<file path="config.mk">
export PLATFORM = sky130hd
export DESIGN_NAME = board_top
export DESIGN_NICKNAME = d
export VERILOG_FILES = /design/src/hdl/cpu_pkg.sv /design/src/hdl/bus_pkg.sv /design/src/hdl/startup_timer.sv /design/src/hdl/prog_rom.sv /design/src/hdl/accum_core.sv /design/src/hdl/board_top.sv
export SDC_FILE = /design/constraint.sdc
export NUM_CORES = 1
export LEC_CHECK = 0
export BUFFER_PORTS_ARGS = -buffer_cell sky130_fd_sc_hd__clkbuf_2
export CORE_MARGIN = 2
export CORE_UTILIZATION = 40
export DETAILED_ROUTE_END_ITERATION = 10
export SETUP_SLACK_MARGIN = 0.15
export SYNTH_ARGS = -nofsm -noshare
export SYNTH_HDL_FRONTEND = slang
export SYNTH_SLANG_ARGS = --single-unit
</file>
<file path="constraint.sdc">
create_clock -name CLK_I -period 5.8 [get_ports CLK_I]
set_clock_uncertainty 0.15 [all_clocks]
set_input_delay 1.16 -clock CLK_I [delete_from_list [all_inputs] [get_ports CLK_I]]
set_output_delay 1.16 -clock CLK_I [all_outputs]
set_load 0.05 [all_outputs]
</file>
<file path="src/hdl/cpu_pkg.sv">
// ~~~~~~~~~~~~~~~~~~~~
// Core package
// Opcodes, instruction word, core states and core widths
// for the accumulator processor
// ~~~~~~~~~~~~~~~~~~~~
`default_nettype none

package cpu_pkg;

   // Program counter and operand width, 32 words of ROM
   localparam int pc_width = 5;

   // Accumulator and B register width
   localparam int acc_width = 8;

   // Startup delay, board clock settles in this time
   localparam int startup_cycles = 64;
   localparam int timer_width = $clog2(startup_cycles);   // 6 bits for 64

   // Terminal count of the startup timer
   localparam logic [timer_width-1:0] timer_last = timer_width'(startup_cycles - 1);

   // Instruction opcodes
   typedef enum logic [2:0] {
      op_ldi = 3'd0,   // acc = operand
      op_in  = 3'd1,   // acc = bus read data
      op_out = 3'd2,   // bus write of acc
      op_add = 3'd3,   // acc = acc + b
      op_xch = 3'd4,   // swap acc and b
      op_jmp = 3'd5    // pc = operand
   } opcode_e;

   // Instruction word, opcode in the top bits
   typedef struct packed {
      opcode_e               op;
      logic [pc_width-1:0]   operand;   // Immediate or jump target
   } instr_t;

   // Core sequencer states
   typedef enum logic [1:0] {
      st_idle,    // Waiting for start
      st_fetch,   // ROM read in progress
      st_exec,    // Decode and execute
      st_bus      // Bus cycle open until ack
   } core_state_e;

endpackage

`default_nettype wire

</file>
<file path="src/hdl/bus_pkg.sv">
// ~~~~~~~~~~~~~~~~~~~~
// Bus package
// Classic Wishbone style master request and slave response
// ~~~~~~~~~~~~~~~~~~~~
`default_nettype none

package bus_pkg;

   // Data path width of the I/O bus
   localparam int data_width = 8;

   // Master side of the bus
   typedef struct packed {
      logic                    cyc;   // Cycle in progress
      logic                    stb;   // Strobe, valid transfer
      logic                    we;    // Write when high, read when low
      logic [data_width-1:0]   dat;   // Write data
   } bus_req_t;

   // Slave side of the bus
   typedef struct packed {
      logic                    ack;   // Transfer done
      logic [data_width-1:0]   dat;   // Read data, valid with ack
   } bus_rsp_t;

endpackage

`default_nettype wire

</file>
<file path="src/hdl/startup_timer.sv">
// ~~~~~~~~~~~~~~~~~~~~
// Startup timer
// Waits 64 cycles after reset, then gives the core
// a single start pulse
// ~~~~~~~~~~~~~~~~~~~~
`default_nettype none

module startup_timer (
   input  logic CLK_I,
   input  logic reset,
   output logic start
);

   logic [cpu_pkg::timer_width-1:0] cnt;   // Cycles since reset
   logic                            done;  // Delay elapsed
   logic                            last;  // Terminal count reached

   assign last = (cnt == cpu_pkg::timer_last);

   always_ff @(posedge CLK_I) begin
      if (reset) begin
         cnt   <= '0;
         done  <= 1'b0;
         start <= 1'b0;
      end else begin
         start <= last & ~done;        // High only in the cycle done sets
         if (!done) begin
            cnt <= cnt + 1'b1;
            if (last)
               done <= 1'b1;           // Counter frozen from here on
         end
      end
   end

endmodule

`default_nettype wire

</file>
<file path="src/hdl/prog_rom.sv">
// ~~~~~~~~~~~~~~~~~~~~
// Program ROM
// Fixed counting program, read through an output register
// so the word arrives one cycle after the address
// ~~~~~~~~~~~~~~~~~~~~
`default_nettype none

module prog_rom (
   input  logic                         CLK_I,
   input  logic [cpu_pkg::pc_width-1:0] pc,
   output cpu_pkg::instr_t              instr
);

   cpu_pkg::instr_t rom_word;   // Table output before the register

   // Loop counts the cycles with the input pin high
   always_comb begin
      case (pc)
         5'd0:    rom_word = '{op: cpu_pkg::op_ldi, operand: 5'd0};   // acc = 0
         5'd1:    rom_word = '{op: cpu_pkg::op_xch, operand: 5'd0};   // b = 0
         5'd2:    rom_word = '{op: cpu_pkg::op_in,  operand: 5'd0};   // acc = pin
         5'd3:    rom_word = '{op: cpu_pkg::op_add, operand: 5'd0};   // acc = pin + b
         5'd4:    rom_word = '{op: cpu_pkg::op_out, operand: 5'd0};   // LEDs = sum
         5'd5:    rom_word = '{op: cpu_pkg::op_xch, operand: 5'd0};   // b = sum
         5'd6:    rom_word = '{op: cpu_pkg::op_jmp, operand: 5'd2};   // Back to the read
         default: rom_word = '{op: cpu_pkg::op_jmp, operand: 5'd2};   // Stray pc recovers
      endcase
   end

   // Block RAM style registered read
   always_ff @(posedge CLK_I) begin
      instr <= rom_word;
   end

endmodule

`default_nettype wire

</file>
<file path="src/hdl/accum_core.sv">
// ~~~~~~~~~~~~~~~~~~~~
// Accumulator core
// Fetch and execute sequencer with accumulator, B register
// and program counter. I/O through a classic bus master,
// one instruction in flight
// ~~~~~~~~~~~~~~~~~~~~
`default_nettype none

module accum_core (
   input  logic                         CLK_I,
   input  logic                         reset,
   input  logic                         start,
   input  cpu_pkg::instr_t              instr,
   output logic [cpu_pkg::pc_width-1:0] pc,
   output bus_pkg::bus_req_t            bus_req,
   input  bus_pkg::bus_rsp_t            bus_rsp,
   output logic                         running
);

   cpu_pkg::core_state_e              state;
   logic [cpu_pkg::acc_width-1:0]     acc;       // Accumulator
   logic [cpu_pkg::acc_width-1:0]     b_reg;     // Second operand
   logic [cpu_pkg::acc_width-1:0]     operand_x; // Operand zero extended
   logic                              bus_op;    // Current opcode uses the bus
   logic                              req_on;    // Request driven this cycle
   logic                              exec_now;  // Non bus opcode retires
   logic                              bus_done;  // Bus opcode retires

   assign operand_x = {{(cpu_pkg::acc_width - cpu_pkg::pc_width){1'b0}}, instr.operand};

   // ROM holds the word while pc is unchanged, so op stays valid in st_bus
   assign bus_op = (instr.op == cpu_pkg::op_in) || (instr.op == cpu_pkg::op_out);

   assign exec_now = (state == cpu_pkg::st_exec) && !bus_op;
   assign bus_done = (state == cpu_pkg::st_bus) && bus_rsp.ack;

   // Request opens in st_exec and stays up through st_bus until ack
   assign req_on = ((state == cpu_pkg::st_exec) && bus_op) || (state == cpu_pkg::st_bus);

   always_comb begin
      bus_req.cyc = req_on;
      bus_req.stb = req_on;
      bus_req.we  = req_on && (instr.op == cpu_pkg::op_out);
      bus_req.dat = acc;                 // Steady, acc is not touched mid cycle
   end

   assign running = (state != cpu_pkg::st_idle);

   // Sequencer and program counter
   always_ff @(posedge CLK_I) begin
      if (reset) begin
         state <= cpu_pkg::st_idle;
         pc    <= '0;
      end else begin
         case (state)
            cpu_pkg::st_idle: begin
               if (start)
                  state <= cpu_pkg::st_fetch;
            end
            cpu_pkg::st_fetch: begin
               state <= cpu_pkg::st_exec;   // ROM word lands at this edge
            end
            cpu_pkg::st_exec: begin
               if (bus_op) begin
                  state <= cpu_pkg::st_bus;  // pc held, request held
               end else begin
                  state <= cpu_pkg::st_fetch;
                  if (instr.op == cpu_pkg::op_jmp)
                     pc <= instr.operand;
                  else
                     pc <= pc + 1'b1;
               end
            end
            cpu_pkg::st_bus: begin
               if (bus_rsp.ack) begin       // Otherwise wait, nothing moves
                  state <= cpu_pkg::st_fetch;
                  pc    <= pc + 1'b1;
               end
            end
            default: state <= cpu_pkg::st_idle;
         endcase
      end
   end

   // Datapath, program sets acc and b before use
   always_ff @(posedge CLK_I) begin
      if (exec_now) begin
         case (instr.op)
            cpu_pkg::op_ldi: acc <= operand_x;
            cpu_pkg::op_add: acc <= acc + b_reg;   // Wraps at 8 bits
            cpu_pkg::op_xch: begin
               acc   <= b_reg;
               b_reg <= acc;
            end
            default: ;                            // jmp leaves data alone
         endcase
      end
      // Read data taken with ack, second flop of the pin guard
      if (bus_done && (instr.op == cpu_pkg::op_in))
         acc <= bus_rsp.dat;
   end

endmodule

`default_nettype wire

</file>
<file path="src/hdl/board_top.sv">
// ~~~~~~~~~~~~~~~~~~~~
// Board top
// Accumulator core with program ROM and startup timer,
// pin synchronizer, LED register and one flop acknowledge
// ~~~~~~~~~~~~~~~~~~~~
`default_nettype none

module board_top (
   input  logic CLK_I,
   input  logic reset,
   input  logic serial_rx,
   output logic led1,
   output logic led2,
   output logic led3,
   output logic led4
);

   logic                         rx_meta;   // Pin flop, first stage
   logic                         ack_q;     // Strobe delayed one cycle
   logic                         start;
   logic                         running;
   logic [cpu_pkg::pc_width-1:0] pc;
   cpu_pkg::instr_t              instr;
   bus_pkg::bus_req_t            bus_req;
   bus_pkg::bus_rsp_t            bus_rsp;

   // Async pin into the I/O flop, core capture is the second stage
   always_ff @(posedge CLK_I) begin
      rx_meta <= serial_rx;
   end

   // No decode, every write lands on the LEDs
   always_ff @(posedge CLK_I) begin
      if (reset) begin
         led1 <= 1'b0;
         led2 <= 1'b0;
         led3 <= 1'b0;
         led4 <= 1'b0;
      end else begin
         if (bus_req.cyc && bus_req.stb && bus_req.we) begin
            led1 <= bus_req.dat[0];
            led2 <= bus_req.dat[1];
            led3 <= bus_req.dat[2];
         end
         led4 <= running;   // Core alive indicator
      end
   end

   always_ff @(posedge CLK_I) begin
      if (reset)
         ack_q <= 1'b0;
      else
         ack_q <= bus_req.stb;
   end

   // Every read returns the pin in bit 0
   always_comb begin
      bus_rsp.ack = ack_q;
      bus_rsp.dat = {{(bus_pkg::data_width - 1){1'b0}}, rx_meta};
   end

   startup_timer i_startup_timer (
      .CLK_I (CLK_I),
      .reset (reset),
      .start (start)
   );

   prog_rom i_prog_rom (
      .CLK_I (CLK_I),
      .pc    (pc),
      .instr (instr)
   );

   accum_core i_accum_core (
      .CLK_I   (CLK_I),
      .reset   (reset),
      .start   (start),
      .instr   (instr),
      .pc      (pc),
      .bus_req (bus_req),
      .bus_rsp (bus_rsp),
      .running (running)
   );

endmodule

`default_nettype wire

</file>
==> results.cfg, run 1 <==
[floorplan]
die_y_um = 65.2
coreArea_mm2 = 0.00363
die_w_um = 65.2
pin_count = 7
placementRows = 22
start_util_pct = 41.2
die_area_mm2 = 0.00425

[worst_setup_path]
worst-path-stages = 1
max_stage_delay_ns = 0.34
crit_family = flip-flops
path_class = reg2out
cpMaxStageDelayCell = dfxtp_1
path_cells = clkbuf_2
reg2reg_depth = 6
critPathLaunchType = flop
path_buf_inv = 1
cp_max_fo = 2
cp-end-kind = primary output
arrival_ns = 0.90
worstPathRequired_ns = 4.49

[sta]
slew_headroom_pct = 70.4
fmax_mhz = 453
worstMarginPinSlew_ns = 0.444
rsz0062_at_grt = false
setup_viol = 0
fin_crit_sh_pct = 38.0
hold_violations = 0
tns_ns = 0
finalMaxSlewViolations = 0
period_minus_slack_ns = 2.21

[synthesis]
synth_top_area_cell = dfxtp_1
synth_edf_count = 4
yosysWarnings = 0
synth_nets = 167
synth.area.top_cells = dfxtp_1 36%, ha_1 8.4%, edfxtp_1 8.0%
synth_seq_cells = 31
syn_area_mm2 = 0.00150
ys_types = 42
synth.yosys.seq_area_share_pct = 44.1
synth-async-reset-ratio_pct = 0
synth.top_cell.area_share_pct = 36.1
netlist_instances = 153
avgSynthCellArea_um2 = 9.78
synth_ff_type = dfxtp_1

[clock_tree]
cts_tree = built
numClockSinks = 31
ctsHoldBuffers = 0
clk_latency_ns = 0.28
root_buffer = clkbuf_8
clk_path_buf_depth = 2
clk_pin_slew_worst_paths_ns = 0.07
cts_setup_buffers = 0
htreeDepth = 2
cts_made_buffers = 5
cts_resized = 0

[layout]
reg_top3 = i_startup_timer.cnt: 6 flops, i_accum_core.pc: 5 flops, i_prog_rom.instr: 4 flops
fill_cells = 368
nNetsFinal = 175
final-seq-area_um2 = 661
syn_to_final_growth_pct = 11.6
drive_gt1_share_pct = 12.3
top_register = i_startup_timer.cnt
multi_input_area_um2 = 776
antenna_cells = 0
largest_reg_flops = 6

[routing]
viasPerCell = 5.30
drcViolationCount = 0
drt_wl_total_um = 2750
vias = 1114
postRouteAntennaNets = 0
drt_first_pass_iters = 4
drt_iter0_drc = 91
wire_per_inst_um = 13.1

[placement]
dp_hpwl_um = 2010
routabilityCongestion = 0.771
port_buffers = 6

[global_routing]
grt_usage_pct = 14.7
antenna_found_initial = 0
overflow = 0
grt_pass1_vias = 1102
grt_max_degree = 21
grt_pass1_wl_um = 4720

[run_status]
status = finished clean

[hold_path]
hold_class = reg2reg
whs_path_depth = 0

[power]
power_leakage_uw = 0.000680
ir_drop_mv = 0.134
finalPower_uw = 480
cellPowerDensity_mw_per_mm2 = 287

[run]
maxCapViolations = 0
stage by stage:
step / setup WS [ns] / instance area, µm² / instances / hold slack, ns / util, %
floorplan: 3.75 / 1500 / 153 / 0.306 / -
detailed placement: 3.54 / 1550 / 202 / 0.341 / 42.7
CTS: 3.58 / 1670 / 210 / 0.355 / 46.0
global route: 3.55 / 1670 / 210 / 0.376 / 46.0
finish: 3.59 / 1670 / 210 / 0.349 / 46.0
global placement: 3.61 / 1550 / 202 / 0.323 / 42.7
layer usage:
layer  wire, µm  vias up  track usage, %
li1           -      564               -
met1       1230      530            16.3
met2       1400       14            25.3
met3         91        6            4.62
met4         34        0            7.29
met5          0        -               0
synth_stat cells, types with 3 or more instances:
| cell | count |
|---|---|
| a211oi_1 | 3 |
| a21oi_1 | 6 |
| a32o_1 | 3 |
| and3_1 | 6 |
| dfxtp_1 | 27 |
| edfxtp_1 | 4 |
| ha_1 | 10 |
| inv_1 | 7 |
| mux2i_1 | 7 |
| nand2_1 | 6 |
| nor2_1 | 21 |
| nor3_1 | 4 |
| nor3b_1 | 3 |
| o21ai_0 | 6 |
| xor2_1 | 5 |
power breakdown:
group	internal, µW	total, µW	leakage [µW]	switching (µW)
logic	12.3	27.1	0.000363	14.8
clock network	139	219	0.0000612	79.9
registers	226	234	0.000255	8.12
area by class of cell:
| cell class | count | share of cell area [%] |
|---|---|---|
| timing repair buffer | 6 | 1.80 |
| inverter | 7 | 1.57 |
| tap | 48 | 3.60 |
| clock inverter | 2 | 2.10 |
| sequential | 31 | 39.6 |
| multi-input combinational | 110 | 46.4 |
| clock buffer | 6 | 4.94 |
worst paths after layout:
path	start	endpoint	slack (ns)
max	led2$_SDFFE_PP0P_	led2	3.59
min	i_accum_core.acc[0]$_DFFE_PP_	i_accum_core.b_reg[0]$_DFFE_PP_	0.35
max reg2reg	i_accum_core.state[0]$_SDFFE_PP0P_	i_accum_core.pc[2]$_SDFFE_PP0P_	3.75
min reg2reg	i_accum_core.acc[0]$_DFFE_PP_	i_accum_core.b_reg[0]$_DFFE_PP_	0.35
cells in the final DEF (no fill, tap or decap), types with 2 or more instances in the layout:
master	Yosys	routed
inv_1	7	7
clkbuf_8	0	6
and3_1	6	6
nor3b_1	3	3
o221ai_1	2	2
nor3_1	4	4
clkbuf_2	0	6
dfxtp_1	27	27
o31ai_1	2	2
nor2_1	21	21
a21oi_1	6	6
nand3_1	2	2
xnor2_1	2	2
edfxtp_1	4	4
o21ai_0	6	6
a211oi_1	3	3
nand2_1	6	6
xor2_1	5	5
mux2i_1	7	7
or4_1	2	2
nor2b_1	2	2
a32o_1	3	3
ha_1	10	10
kinds of logic after synthesis:
family                     share of synthesized area, %
and+or+nand+nor                                    19.9
adders and majority gates                          9.70
muxes                                              4.68
buffers and inverters                              4.01
DFF                                                44.1
AOI/OAI and AO/OA                                  13.5
xor gates and xnor gates                           4.10
No activity file was read; power rests on OpenSTA's default activity.
==> run 2, diff against run 1 <==
clock period = 2.3 ns   (was 5.8 ns; I/O delays follow)
==> run 2 against run 1 <==
Core utilization down 0.76 points. Sequential power rose to 2.5 times the previous value. Register-to-register slack worse by 3.4 ns. Design area down 1.6%. Critical path depth up 4. Largest cell class unchanged. Largest power group unchanged.
==> results.cfg, run 2 (synthesis gave the netlist of run 1 again) <==
[run_status]
status = finished clean

[sta]
tns_ns = 0
fin_crit_sh_pct = 86.1
slew_headroom_pct = 68.3
hold_violations = 0
fmax_mhz = 505
period_minus_slack_ns = 1.98
rsz0062_at_grt = false
setup_viol = 0
worstMarginPinSlew_ns = 0.474
finalMaxSlewViolations = 0

[clock_tree]
cts_resized = 0
cts_tree = built
cts_setup_buffers = 0
cts_made_buffers = 5
clk_path_buf_depth = 2
htreeDepth = 2
ctsHoldBuffers = 0
clk_latency_ns = 0.27
numClockSinks = 31
clk_pin_slew_worst_paths_ns = 0.06
root_buffer = clkbuf_8

[worst_setup_path]
path_cells = ha_1 > fa_1 > o32ai_1 > or4_1 > a21boi_1
path_buf_inv = 0
cp-end-kind = flop
path_class = reg2reg
max_stage_delay_ns = 0.51
critPathLaunchType = flop
cp_max_fo = 3
crit_family = adder cells
cpMaxStageDelayCell = fa_1
worstPathRequired_ns = 2.36
arrival_ns = 2.04

[floorplan]
die_area_mm2 = 0.00425
placementRows = 22
start_util_pct = 41.2
pin_count = 7
coreArea_mm2 = 0.00363
die_w_um = 65.2
die_y_um = 65.2

[routing]
wire_per_inst_um = 12.6
vias = 1106
m1WireLength_um = 1180
wl_met3_um = 76
drt_wl_total_um = 2650
postRouteAntennaNets = 0
drt_iter0_drc = 33
drt_first_pass_iters = 6
wl_met2_um = 1360
highest_layer = met4
viasPerCell = 5.27
drcViolationCount = 0

[layout]
nNetsFinal = 175
final_common_cell = dfxtp_1
reg_top3 = i_startup_timer.cnt: 6 flops, i_accum_core.pc: 5 flops, i_prog_rom.instr: 4 flops
multi_input_area_um2 = 782
top_register = i_startup_timer.cnt
antenna_cells = 0
largest_reg_flops = 6
drive_gt1_share_pct = 11.7
fin_area_mm2 = 0.00164
post-route-util_pct = 45.2
fill_cells = 380
final-seq-area_um2 = 661
final_cell_mix = 27 x dfxtp_1, 21 x nor2_1, 10 x ha_1, 7 x inv_1, 7 x mux2i_1
syn_to_final_growth_pct = 9.78

[global_routing]
grt_pass1_vias = 1123
antenna_found_initial = 0
grt_max_degree = 21
grt_pass1_wl_um = 4860
grt_usage_pct = 14.8
overflow = 0

[placement]
routabilityCongestion = 0.836
post_dp_cell_area_mm2 = 0.00155
dp_hpwl_um = 1970
port_buffers = 6

[hold_path]
hold_class = in2reg

[power]
cellPowerDensity_mw_per_mm2 = 640
power_leakage_uw = 0.000658
finalPower_uw = 1050
ir_drop_mv = 0.395

[run]
maxCapViolations = 0
## run 2: cell types whose count changed in the layout (fill, tap and decap cells not counted)
cell / change
clkinv_2: -1
a31oi_1: -1
bufinv_16: -1
clkinv_1: +2
clkbuf_8: -1
clkinvlp_4: +1
a31oi_2: +1
## run 2: final cells by class
| class | count | share of cell area (%) |
|---|---|---|
| inverters | 7 | 1.60 |
| multi-input cells | 110 | 47.6 |
| well taps | 48 | 3.66 |
| repair buffers | 6 | 1.83 |
| clock buffers | 5 | 4.19 |
| flip-flops and latches | 31 | 40.2 |
| clock inverters | 3 | 0.914 |
## run 2: final timing paths
kind,startpoint,to,slack [ns],cells after the start
min,serial_rx,rx_meta$_DFF_P_,0.13,1
min reg2reg,led2$_SDFFE_PP0P_,led2$_SDFFE_PP0P_,0.34,2
max reg2reg,i_accum_core.acc[0]$_DFFE_PP_,i_accum_core.acc[1]$_SDFFE_PP0P_,0.32,5
max,i_accum_core.acc[0]$_DFFE_PP_,i_accum_core.acc[1]$_SDFFE_PP0P_,0.32,5
## run 2: through the flow
stage	hold WS (ns)	instances	worst slack, ns
floorplan	0.306	153	0.414
global placement	0.317	202	0.358
detailed placement	0.337	202	0.316
CTS	0.126	210	0.299
global route	0.116	210	0.184
finish	0.132	210	0.319
## run 2: worst register-to-register path, cell delays in order, from the launching register on
cell      delay, ns
edfxtp_1       0.42
ha_1           0.24
fa_1           0.51
o32ai_1        0.08
or4_1          0.40
a21boi_1       0.12
## run 2: layer usage
layer  GRT usage (%)  up-vias
met5               0        -
met4            4.69        0
met3            5.14        5
met2            26.4       18
met1            16.5      524
li1                -      559
## run 2: power by group
| group | switching, µW | total (µW) | internal (µW) |
|---|---|---|---|
| registers | 19.7 | 589 | 569 |
| logic | 38.9 | 69.7 | 30.8 |
| clock network | 188 | 393 | 205 |
| total | 246 | 1050 | 805 |
==> run 3, diff against run 2 <==
SYNTH_HIERARCHICAL = 1   (was not set)
==> run 3 against run 2 <==
Synthesized cell count increased by 8.5%. Clock-buffer cell count is 3 higher. First-iteration DRC count up 58%. Hold slack got worse by 0.0061 ns. Final cell count rose by 5.2%. Area after synthesis up 7.8%. Wire length down 3.7%. Sequential cell count stayed put. Via count shrank 2.5%. Power down 2.6%. Critical path type unchanged. Critical endpoint is now i_accum_core/acc[2]$_DFFE_PP_. Largest power group unchanged. Highest routed layer unchanged.
==> results.cfg, run 3 <==
[clock_tree]
htreeDepth = 2
clk_path_buf_depth = 2
cts_setup_buffers = 0
cts_tree = built
numClockSinks = 31
cts_made_buffers = 5
cts_resized = 0
clk_pin_slew_worst_paths_ns = 0.07
ctsHoldBuffers = 0
clk_latency_ns = 0.28
root_buffer = clkbuf_8

[routing]
vias = 1078
viasPerCell = 4.88
drt_iter0_drc = 52
postRouteAntennaNets = 0
drcViolationCount = 0
drt_first_pass_iters = 5
wire_per_inst_um = 11.6
drt_wl_total_um = 2560

[synthesis]
syn_area_mm2 = 0.00161
netlist_instances = 166
yosysWarnings = 6
avgSynthCellArea_um2 = 9.72

[worst_setup_path]
critPathLaunchType = flop
crit_family = adder cells
arrival_ns = 1.86
cp-end-kind = flop
cp_max_fo = 3
cpMaxStageDelayCell = edfxtp_1
path_buf_inv = 0
path_class = reg2reg
worstPathRequired_ns = 2.17
max_stage_delay_ns = 0.42
reg2reg_depth = 6
path_cells = ha_1 > fa_1 > xnor2_1 > nor2_1 > a221oi_1 > a21oi_1
worst-path-stages = 6

[power]
cellPowerDensity_mw_per_mm2 = 602
finalPower_uw = 1020
ir_drop_mv = 0.364
power_leakage_uw = 0.000684

[run_status]
status = finished clean

[placement]
dp_hpwl_um = 1840
port_buffers = 6
post_dp_cell_area_mm2 = 0.00162
dp.cells = 213
routabilityCongestion = 0.744

[layout]
fill_cells = 381
drive_gt1_share_pct = 12.3
nNetsFinal = 182
final_common_cell = dfxtp_1
syn_to_final_growth_pct = 5.51
reg_top3 = i_startup_timer/cnt: 6 flops, i_accum_core/pc: 5 flops, i_prog_rom/instr: 4 flops
fin_area_mm2 = 0.00170
largest_reg_flops = 6
antenna_cells = 0
fin_cells = 221
final_cell_mix = 25 x dfxtp_1, 22 x nor2_1, 10 x nand2_1, 9 x nand2b_1, 8 x ha_1
top_register = i_startup_timer/cnt

[sta]
finalMaxSlewViolations = 0
setup_viol = 0
rsz0062_at_grt = false
fin_crit_sh_pct = 86.4
hold_violations = 0
tns_ns = 0
fmax_mhz = 503
period_minus_slack_ns = 1.99

[global_routing]
overflow = 0
grt_pass1_wl_um = 4490
grt_pass1_vias = 1033
grt_usage_pct = 13.5
grt_max_degree = 24
antenna_found_initial = 0

[floorplan]
coreArea_mm2 = 0.00394
pin_count = 7
die_w_um = 67.5
start_util_pct = 40.9
placementRows = 23
die_y_um = 67.5
die_area_mm2 = 0.00456

[run]
maxCapViolations = 0

[hold_path]
hold_class = in2reg
whs_path_depth = 1
-- run 3: layout make-up --
type / count / area [µm²] / share of cell area (%)
multi-input cells: 121 / 830 / 48.8
inverters: 5 / 18.8 / 1.10
flip-flops and latches: 31 / 681 / 40.0
repair buffers: 6 / 30.0 / 1.76
well taps: 50 / 62.6 / 3.68
clock buffers: 8 / 80.1 / 4.71
-- run 3: final timing paths --
kind | startpoint | to | slack, ns
max | i_accum_core/acc[0]$_DFFE_PP_ | i_accum_core/acc[2]$_DFFE_PP_ | 0.31
min | serial_rx | rx_meta$_DFF_P_ | 0.13
max reg2reg | i_accum_core/acc[0]$_DFFE_PP_ | i_accum_core/acc[2]$_DFFE_PP_ | 0.31
min reg2reg | led1$_SDFFE_PP0P_ | led1$_SDFFE_PP0P_ | 0.33
-- run 3: worst reg2reg max path, stage by stage (launching register included) --
cell	delay (ns)
edfxtp_1	0.42
ha_1	0.23
fa_1	0.38
xnor2_1	0.17
nor2_1	0.06
a221oi_1	0.22
a21oi_1	0.11
-- run 3: per-layer routing --
layer | track usage (%) | vias up | part of all wire, %
li1 | - | 564 | -
met1 | 16.4 | 497 | 47
met2 | 21.8 | 10 | 48
met3 | 4.00 | 7 | 2.9
met4 | 6.12 | 0 | 1.6
met5 | 0 | - | 0
-- run 3: metrics by stage --
step	utilization [%]	setup WS, ns	hold WS [ns]
floorplan	-	0.436	0.308
global placement	41.1	0.407	0.309
detailed placement	41.1	0.330	0.327
CTS	43.2	0.304	0.122
global route	43.2	0.195	0.120
finish	43.2	0.312	0.126
-- run 3: power by group --
| part | total [µW] | internal (µW) | switching [µW] | leakage, µW |
|---|---|---|---|---|
| registers | 572 | 562 | 10.1 | 0.000257 |
| logic | 48.7 | 18.4 | 30.3 | 0.000388 |
| clock network | 403 | 215 | 188 | 0.0000395 |
